`src/frontend_pkg.sv`:
```
package frontend_pkg;

    ////////////////////////////////////////////////////////////
    // basic widths
    ////////////////////////////////////////////////////////////

    // one fetch address, byte granular
    typedef logic [31:0] addr_t;

    // one instruction word
    typedef logic [31:0] inst_t;

    // major opcode field, inst[31:26]
    typedef logic [5:0] opcode_t;

    // bimodal saturating counter
    // 00 strong nt, 01 weak nt, 10 weak t, 11 strong t
    typedef logic [1:0] counter_t;

    // exception cause, 1 means misaligned fetch pc
    typedef logic ecode_t;

    ////////////////////////////////////////////////////////////
    // constants
    ////////////////////////////////////////////////////////////

    // counters start weakly not taken
    localparam counter_t CNT_RESET = 2'b01;

    // contiguous opcode range of conditional and direct branches
    localparam opcode_t BRANCH_OP_LO = 6'b010010;
    localparam opcode_t BRANCH_OP_HI = 6'b011011;

endpackage

```
`src/branch_update_if.sv`:
```
interface branch_update_if
    import frontend_pkg::*;
();

    // resolution info coming back from execute
    logic  update_en;
    logic  branch_flush;
    addr_t pc_dispatch;
    logic  taken_actual;
    addr_t target_actual;

    // execute side
    modport producer (
        output update_en,
        output branch_flush,
        output pc_dispatch,
        output taken_actual,
        output target_actual
    );

    // front end tables and pc
    modport consumer (
        input update_en,
        input branch_flush,
        input pc_dispatch,
        input taken_actual,
        input target_actual
    );

endinterface

```
`src/bht.sv`:
```
module bht
    import frontend_pkg::*;
#(
    parameter int BHT_DEPTH = 64
) (
    input  logic                     clk,
    input  logic                     rst,
    branch_update_if.consumer        upd,
    input  addr_t                    pc_1,
    input  addr_t                    pc_2,
    output counter_t                 counter_1,
    output counter_t                 counter_2
);

    localparam int IDX_W = $clog2(BHT_DEPTH);

    typedef logic [IDX_W-1:0] bht_idx_t;

    counter_t cnt_q [BHT_DEPTH];

    bht_idx_t rd_idx_1;
    bht_idx_t rd_idx_2;
    bht_idx_t upd_idx;
    counter_t cnt_next;

    // word index, low two pc bits dropped
    assign rd_idx_1 = pc_1[IDX_W+1:2];
    assign rd_idx_2 = pc_2[IDX_W+1:2];
    assign upd_idx  = upd.pc_dispatch[IDX_W+1:2];

    // reads see the table before this edge's update
    assign counter_1 = cnt_q[rd_idx_1];
    assign counter_2 = cnt_q[rd_idx_2];

    // one step toward the resolved direction
    always_comb begin
        counter_t cur;
        cur = cnt_q[upd_idx];
        cnt_next = cur;
        if (upd.taken_actual) begin
            if (cur != 2'b11) begin
                cnt_next = cur + 2'd1;
            end
        end else begin
            if (cur != 2'b00) begin
                cnt_next = cur - 2'd1;
            end
        end
    end

    always_ff @(posedge clk) begin
        if (rst) begin
            for (int i = 0; i < BHT_DEPTH; i++) begin
                cnt_q[i] <= CNT_RESET;
            end
        end else if (upd.update_en) begin
            cnt_q[upd_idx] <= cnt_next;
        end
    end

    // an unknown index would corrupt an arbitrary entry
    a_upd_pc_known: assert property (
        @(posedge clk) disable iff (rst)
        upd.update_en |-> !$isunknown(upd.pc_dispatch)
    ) else $error("bht update with unknown pc_dispatch");

endmodule

```
`src/bpu.sv`:
```
module bpu
    import frontend_pkg::*;
#(
    parameter int BHT_DEPTH = 64,
    parameter int BTB_DEPTH = 16
) (
    input  logic              clk,
    input  logic              rst,
    branch_update_if.consumer upd,
    input  logic              stall,
    input  logic              pause,
    input  addr_t             fetch_pc,
    input  logic              pc_exception,
    input  ecode_t            pc_ecode,
    input  inst_t             inst_1,
    input  inst_t             inst_2,
    input  logic              inst_en_1,
    input  logic              inst_en_2,
    output logic              is_branch_1,
    output logic              is_branch_2,
    output logic              pre_taken_or_not,
    output logic              redirect_en,
    output addr_t             pre_branch_addr,
    output logic              fetch_inst_1_en,
    output logic              fetch_inst_2_en,
    output logic              is_exception,
    output ecode_t            exception_cause
);

    opcode_t  op_1;
    opcode_t  op_2;
    addr_t    pc_2;
    counter_t counter_1;
    counter_t counter_2;
    logic     hit_1;
    logic     hit_2;
    addr_t    target_1;
    addr_t    target_2;
    logic     taken_1;
    logic     taken_2;
    logic     blocked;

    // second slot sits one word after the first
    assign pc_2 = fetch_pc + 32'd4;

    ////////////////////////////////////////////////////////////
    // decode and per-slot prediction
    ////////////////////////////////////////////////////////////

    assign op_1 = inst_1[31:26];
    assign op_2 = inst_2[31:26];

    // branch opcodes form one contiguous range
    assign is_branch_1 = (op_1 >= BRANCH_OP_LO) && (op_1 <= BRANCH_OP_HI);
    assign is_branch_2 = (op_2 >= BRANCH_OP_LO) && (op_2 <= BRANCH_OP_HI);

    // counter msb set means taken, and a target must be known
    assign taken_1 = is_branch_1 && inst_en_1 && counter_1[1] && hit_1;
    assign taken_2 = is_branch_2 && inst_en_2 && counter_2[1] && hit_2;

    assign pre_taken_or_not = taken_1 || taken_2;

    bht #(
        .BHT_DEPTH (BHT_DEPTH)
    ) u_bht (
        .clk       (clk),
        .rst       (rst),
        .upd       (upd),
        .pc_1      (fetch_pc),
        .pc_2      (pc_2),
        .counter_1 (counter_1),
        .counter_2 (counter_2)
    );

    btb #(
        .BTB_DEPTH (BTB_DEPTH)
    ) u_btb (
        .clk      (clk),
        .rst      (rst),
        .upd      (upd),
        .pc_1     (fetch_pc),
        .pc_2     (pc_2),
        .hit_1    (hit_1),
        .hit_2    (hit_2),
        .target_1 (target_1),
        .target_2 (target_2)
    );

    ////////////////////////////////////////////////////////////
    // slot select and fetch enables
    ////////////////////////////////////////////////////////////

    assign blocked = rst || upd.branch_flush || stall || pause;

    always_comb begin
        fetch_inst_1_en = 1'b0;
        fetch_inst_2_en = 1'b0;
        redirect_en     = 1'b0;
        pre_branch_addr = '0;
        if (!blocked) begin
            if (taken_1) begin
                // slot 2 is on the wrong path
                fetch_inst_1_en = 1'b1;
                redirect_en     = 1'b1;
                pre_branch_addr = target_1;
            end else if (taken_2) begin
                fetch_inst_1_en = 1'b1;
                fetch_inst_2_en = 1'b1;
                redirect_en     = 1'b1;
                pre_branch_addr = target_2;
            end else begin
                fetch_inst_1_en = 1'b1;
                fetch_inst_2_en = 1'b1;
            end
        end
    end

    // exception travels one stage with the fetched pair
    always_ff @(posedge clk) begin
        if (rst) begin
            is_exception    <= 1'b0;
            exception_cause <= '0;
        end else begin
            is_exception    <= pc_exception;
            exception_cause <= pc_ecode;
        end
    end

    a_slot_order: assert property (
        @(posedge clk) disable iff (rst)
        fetch_inst_2_en |-> fetch_inst_1_en
    ) else $error("slot 2 enabled without slot 1");

endmodule

```
`src/btb.sv`:
```
module btb
    import frontend_pkg::*;
#(
    parameter int BTB_DEPTH = 16
) (
    input  logic              clk,
    input  logic              rst,
    branch_update_if.consumer upd,
    input  addr_t             pc_1,
    input  addr_t             pc_2,
    output logic              hit_1,
    output logic              hit_2,
    output addr_t             target_1,
    output addr_t             target_2
);

    localparam int IDX_W = $clog2(BTB_DEPTH);
    localparam int TAG_W = 32 - IDX_W - 2;

    typedef logic [IDX_W-1:0] btb_idx_t;
    typedef logic [TAG_W-1:0] btb_tag_t;

    // valid is control state, tag and target are payload
    logic     valid_q  [BTB_DEPTH];
    btb_tag_t tag_q    [BTB_DEPTH];
    addr_t    target_q [BTB_DEPTH];

    btb_idx_t rd_idx_1;
    btb_idx_t rd_idx_2;
    btb_idx_t wr_idx;
    logic     wr_en;

    assign rd_idx_1 = pc_1[IDX_W+1:2];
    assign rd_idx_2 = pc_2[IDX_W+1:2];
    assign wr_idx   = upd.pc_dispatch[IDX_W+1:2];

    // only taken branches are worth a target
    assign wr_en = upd.update_en && upd.taken_actual;

    ////////////////////////////////////////////////////////////
    // lookup
    ////////////////////////////////////////////////////////////

    assign hit_1    = valid_q[rd_idx_1] && (tag_q[rd_idx_1] == pc_1[31:IDX_W+2]);
    assign hit_2    = valid_q[rd_idx_2] && (tag_q[rd_idx_2] == pc_2[31:IDX_W+2]);
    assign target_1 = target_q[rd_idx_1];
    assign target_2 = target_q[rd_idx_2];

    ////////////////////////////////////////////////////////////
    // fill
    ////////////////////////////////////////////////////////////

    always_ff @(posedge clk) begin
        if (rst) begin
            for (int i = 0; i < BTB_DEPTH; i++) begin
                valid_q[i] <= 1'b0;
            end
        end else if (wr_en) begin
            valid_q[wr_idx] <= 1'b1;
        end
    end

    always_ff @(posedge clk) begin
        if (wr_en) begin
            tag_q[wr_idx]    <= upd.pc_dispatch[31:IDX_W+2];
            target_q[wr_idx] <= upd.target_actual;
        end
    end

    // a stored target is fetched as-is, so it must be a word address
    a_target_aligned: assert property (
        @(posedge clk) disable iff (rst)
        wr_en |-> (upd.target_actual[1:0] == 2'b00)
    ) else $error("btb written with misaligned target");

endmodule

```
`src/frontend_top.sv`:
```
module frontend_top
    import frontend_pkg::*;
#(
    parameter int    BHT_DEPTH = 64,
    parameter int    BTB_DEPTH = 16,
    parameter addr_t RESET_PC  = 32'h1c00_0000
) (
    input  logic   clk,
    input  logic   rst,
    input  logic   stall,
    input  logic   pause,
    input  inst_t  inst_1,
    input  inst_t  inst_2,
    input  logic   inst_en_1,
    input  logic   inst_en_2,
    input  logic   update_en,
    input  logic   branch_flush,
    input  addr_t  pc_dispatch,
    input  logic   taken_actual,
    input  addr_t  target_actual,
    output addr_t  fetch_pc,
    output logic   is_branch_1,
    output logic   is_branch_2,
    output logic   pre_taken_or_not,
    output addr_t  pre_branch_addr,
    output logic   fetch_inst_1_en,
    output logic   fetch_inst_2_en,
    output logic   is_exception,
    output ecode_t exception_cause
);

    logic   redirect_en;
    logic   pc_exception;
    ecode_t pc_ecode;

    branch_update_if u_upd ();

    // execute-side resolution enters here
    assign u_upd.update_en     = update_en;
    assign u_upd.branch_flush  = branch_flush;
    assign u_upd.pc_dispatch   = pc_dispatch;
    assign u_upd.taken_actual  = taken_actual;
    assign u_upd.target_actual = target_actual;

    pc_gen #(
        .RESET_PC (RESET_PC)
    ) u_pc_gen (
        .clk             (clk),
        .rst             (rst),
        .upd             (u_upd.consumer),
        .stall           (stall),
        .pause           (pause),
        .redirect_en     (redirect_en),
        .pre_branch_addr (pre_branch_addr),
        .fetch_pc        (fetch_pc),
        .pc_exception    (pc_exception),
        .pc_ecode        (pc_ecode)
    );

    bpu #(
        .BHT_DEPTH (BHT_DEPTH),
        .BTB_DEPTH (BTB_DEPTH)
    ) u_bpu (
        .clk              (clk),
        .rst              (rst),
        .upd              (u_upd.consumer),
        .stall            (stall),
        .pause            (pause),
        .fetch_pc         (fetch_pc),
        .pc_exception     (pc_exception),
        .pc_ecode         (pc_ecode),
        .inst_1           (inst_1),
        .inst_2           (inst_2),
        .inst_en_1        (inst_en_1),
        .inst_en_2        (inst_en_2),
        .is_branch_1      (is_branch_1),
        .is_branch_2      (is_branch_2),
        .pre_taken_or_not (pre_taken_or_not),
        .redirect_en      (redirect_en),
        .pre_branch_addr  (pre_branch_addr),
        .fetch_inst_1_en  (fetch_inst_1_en),
        .fetch_inst_2_en  (fetch_inst_2_en),
        .is_exception     (is_exception),
        .exception_cause  (exception_cause)
    );

endmodule

```
`src/pc_gen.sv`:
```
module pc_gen
    import frontend_pkg::*;
#(
    parameter addr_t RESET_PC = 32'h1c00_0000
) (
    input  logic              clk,
    input  logic              rst,
    branch_update_if.consumer upd,
    input  logic              stall,
    input  logic              pause,
    input  logic              redirect_en,
    input  addr_t             pre_branch_addr,
    output addr_t             fetch_pc,
    output logic              pc_exception,
    output ecode_t            pc_ecode
);

    logic hold;

    assign hold = stall || pause;

    ////////////////////////////////////////////////////////////
    // fetch pc
    ////////////////////////////////////////////////////////////

    // flush beats hold, hold beats prediction
    always_ff @(posedge clk) begin
        if (rst) begin
            fetch_pc <= RESET_PC;
        end else if (upd.branch_flush) begin
            fetch_pc <= upd.target_actual;
        end else if (hold) begin
            fetch_pc <= fetch_pc;
        end else if (redirect_en) begin
            fetch_pc <= pre_branch_addr;
        end else begin
            // two words per fetch
            fetch_pc <= fetch_pc + 32'd8;
        end
    end

    // misaligned fetch, usually from a bad flush target
    assign pc_exception = (fetch_pc[1:0] != 2'b00);
    assign pc_ecode     = pc_exception ? ecode_t'(1'b1) : ecode_t'(1'b0);

    a_hold_pc: assert property (
        @(posedge clk) disable iff (rst)
        (hold && !upd.branch_flush) |=> $stable(fetch_pc)
    ) else $error("fetch_pc moved while held");

endmodule
```
`config.mk`:
```
export PLATFORM = sky130hd
export DESIGN_NAME = frontend_top
export DESIGN_NICKNAME = d
export VERILOG_FILES = /design/src/frontend_pkg.sv /design/src/branch_update_if.sv /design/src/bht.sv /design/src/bpu.sv /design/src/btb.sv /design/src/frontend_top.sv /design/src/pc_gen.sv
export SDC_FILE = /design/constraint.sdc
export NUM_CORES = 2
export LEC_CHECK = 0
export ABC_AREA = 0
export BUFFER_PORTS_ARGS = -buffer_cell sky130_fd_sc_hd__buf_2
export CORE_MARGIN = 3
export CORE_UTILIZATION = 31
export CTS_BUF_LIST = sky130_fd_sc_hd__clkbuf_4 sky130_fd_sc_hd__clkbuf_8 sky130_fd_sc_hd__clkbuf_16
export CTS_CLUSTER_SIZE = 16
export DETAILED_ROUTE_END_ITERATION = 8
export GPL_TIMING_DRIVEN = 0
export PLACE_DENSITY = 0.57
export SETUP_SLACK_MARGIN = 0.4
export SKIP_CTS_REPAIR_TIMING = 1
export SLEW_MARGIN = 20
export SYNTH_ARGS = -nofsm -noshare
export SYNTH_HDL_FRONTEND = slang
export SYNTH_SLANG_ARGS = --single-unit
```
`constraint.sdc`:
```
create_clock -name clk -period 22.5 [get_ports clk]
set_clock_uncertainty 0.15 [all_clocks]
set_input_delay 4.5 -clock clk [delete_from_list [all_inputs] [get_ports clk]]
set_output_delay 4.5 -clock clk [all_outputs]
set_load 0.03 [all_outputs]
```
==> results.cfg <==
[floorplan]
io_pins = 208
core.rowCount = 154
chipHeight_um = 427.6
die_width_um = 427.6
placeableCoreArea_sq_um = 176500
starting_density_pct = 31.22
fp.dieArea_sq_um = 182900

[detailed_routing]
route.vias.total = 36069
detailed_router_iteration_count_before_antenna_repair = 5
post_dr_wirelength_cell_um = 33.57
routed_wl_mm = 203.8
vias_per_cell = 5.942
drtIter0Drc = 5166
drc = 0
final_antenna_net_count = 0

[timing]
fin_crit_ns = 12.97
post-route-worst-setup-slack_ns = 9.526
setup-violations-final = 0
number_of_max_slew_violations_in_the_final_report = 0
worst_pin_slew_ns = 1.284
timing.final.hold_violations = 0
post-route-period-util_pct = 57.66
setup_repair_after_global_routing_missed_its_margin = no
slew_headroom_pct = 14.39
finalSetupTns_ns = 0
max_freq_ghz = 0.07707

[yosys]
synth_top_cells_by_area = edfxtp_1, mux4_2, mux2i_1
syn-instance-count = 3234
mappedNetlistNets = 3373
yosysTopAreaCellShare_pct = 57.54
yosys_register_bits = 1111
synth_edf_count = 1056
ys_seq_area_share_pct = 59.54
synth_area_per_cell_sq_um = 17.04
synth_area_sq_um = 55110
synth_area_leader_cell = edfxtp_1
synth_top_flop_cell = edfxtp_1
synthesis.yosys.warnings = 0
synth.lib_cells_used.distinct = 82
synth_async_sr_flop_share_pct = 0

[clock_tree]
cts_buffer_depth = 3
tritoncts = built
root_buffer = clkbuf_16
cts_htree_levels = 3
worst_setup_hold_path_clk_slew_ns = 0.06
cts_made_buffers = 120
clock_latency_ns = 0.74
cts.sink_count = 1111

[worst_hold_path]
hold-path-cell-count = 1
worst_hold_path_type = reg2reg

[layout]
final_cells = 6070
layout_common_cells = edfxtp_1, mux4_2, buf_2, nand2_1, mux2i_1
final_layout_size_suffix_gt1_share_pct = 33.41
area_growth_pct = 18.01
postLayoutCoreUtil_pct = 36.85
num-fill-cells = 16504
layout_commonest_cell = edfxtp_1
design.final.nets = 3748

[setup_path]
worstPathRequired_ns = 17.85
critical_path_peak_fanout = 8
start_kind = input pin
crit_path_capture_type = primary output
criticalPathCategory = in2out
r2r_cells = 13
timing.critical_path.arrival_ns = 8.32

[run_status]
result_of_the_run = completed

[placed_design]
place.detailed.hpwl_mm = 148.8
portBuffers = 147
gp_congestion = 0.9890
pre_cts_ws_ns = 9.581
dpl.cell_count = 5827

[run]
max-cap-violations = 0

[global_route]
grt_pass1_wl_mm = 281.7
grt_pass1_vias = 35541
pin_count_of_the_biggest_net_entering_global_routing = 22
number_of_antenna_violations_at_the_first_check_in_global_routing = 32
global_route.usage.total_pct = 21.93
grt_remaining_overflow = 0

[pwr]
pwr_density_cell_nw_per_um2 = 78.99
power_leakage_nw = 20.32
worst_ir_drop_vdd_mv = 0.05779
report.power.total_mw = 5.137
-- report_power, final --
part | switching (mW) | internal (mW)
Clock | 0.847 | 1.30
Sequential | 0.0249 | 2.29
Combinational | 0.414 | 0.257
-- final timing paths --
kind,start,end,slack (ns)
max,inst_1[29],pre_branch_addr[0],9.53
min,u_bpu.u_btb.valid_q[11]$_DFF_P_,u_bpu.u_btb.valid_q[11]$_DFF_P_,0.35
max reg2reg,register,u_pc_gen.fetch_pc[22]$_SDFFE_PP0N_,15.01
min reg2reg,u_bpu.u_btb.valid_q[11]$_DFF_P_,u_bpu.u_btb.valid_q[11]$_DFF_P_,0.35
-- logic make-up (layout without fill, tap and decap cells) --
kind of cell / after synthesis / in the layout / synth area share (%)
compound gates: 286 / 286 / 3.639
xor+xnor: 80 / 80 / 1.271
fa+ha+maj: 4 / 4 / 0.08173
buf+inv: 303 / 784 / 2.536
flops: 1111 / 1111 / 59.54
mux: 720 / 720 / 26.27
other cells: 0 / 15 / 0
simple gates: 730 / 730 / 6.663
-- synth_stat cells (5+ instances only) --
cell type and number:
buf_1 45, or4_1 7, nor4_1 20, clkbuf_1 124
a22o_1 8, mux4_2 581, a211oi_1 37, inv_1 30
buf_6 10, a21oi_2 8, dfxtp_1 55, nand3_1 88
and2_1 37, xnor2_1 64, nor4b_1 11, nand2_1 203
o21ai_1 6, xor2_1 16, nor2_1 147, nor3_1 63
o21ai_0 67, or2_2 7, mux2i_1 137, or3_1 15
and3_1 21, nand2b_1 17, nor2b_1 20, a221oi_2 5
a31oi_1 31, a21oi_1 29, o21a_1 14, a22oi_1 28
buf_4 27, buf_2 63, nand4_1 30, a221oi_1 7
edfxtp_1 1056, nand3b_1 5, and4_1 5, nand4b_1 8
-- critical path, cell delays in order --
cell       delay [ns]
buf_2            0.09
nor3_1           0.04
a2111oi_0        0.49
nand2_1          0.30
a21oi_1          0.25
nand3b_1         0.10
nor4_1           0.37
nand3_1          0.91
mux2i_1          0.89
nor2_1           0.15
buf_2            0.22
-- through the flow --
stage                     area [sq um]  hold slack [ns]
after floorplan                  55110           0.3021
after global placement           58780           0.3118
after detailed placement         60660           0.3237
after CTS                        64980           0.3380
after global routing             65030           0.3648
final                            65030           0.3493
-- state kept, by name, indices dropped and copies added, names as in the netlist, named ones only --
name                  cells
u_bpu.is_exception        1
u_bpu.u_bht.cnt_q       128
u_bpu.u_btb.tag_q       416
u_bpu.u_btb.target_q    512
u_bpu.u_btb.valid_q      16
u_pc_gen.fetch_pc        32
-- metal layers --
layer	up-vias	GRT usage [%]	wire, um
met1	18910	28.55	75520
met2	2422	34.52	94880
met5	-	0	41
met4	6	12.25	12680
met3	508	4.193	20670
li1	14223	-	-
-- area by class of cell --
| cell class | count | area (sq um) | area share [%] |
|---|---|---|---|
| clock buffers | 154 | 3427 | 5.270 |
| flip-flops and latches | 1111 | 32810 | 50.45 |
| well taps | 2340 | 2928 | 4.502 |
| diodes | 15 | 37.54 | 0.05772 |
| multi-input cells | 1820 | 21060 | 32.38 |
| repair buffers | 253 | 2450 | 3.767 |
| plain buffers | 269 | 1296 | 1.993 |
| inverters | 34 | 132.6 | 0.2039 |
| clock inverters | 74 | 894.6 | 1.376 |
(Power assumes the default switching activity.)
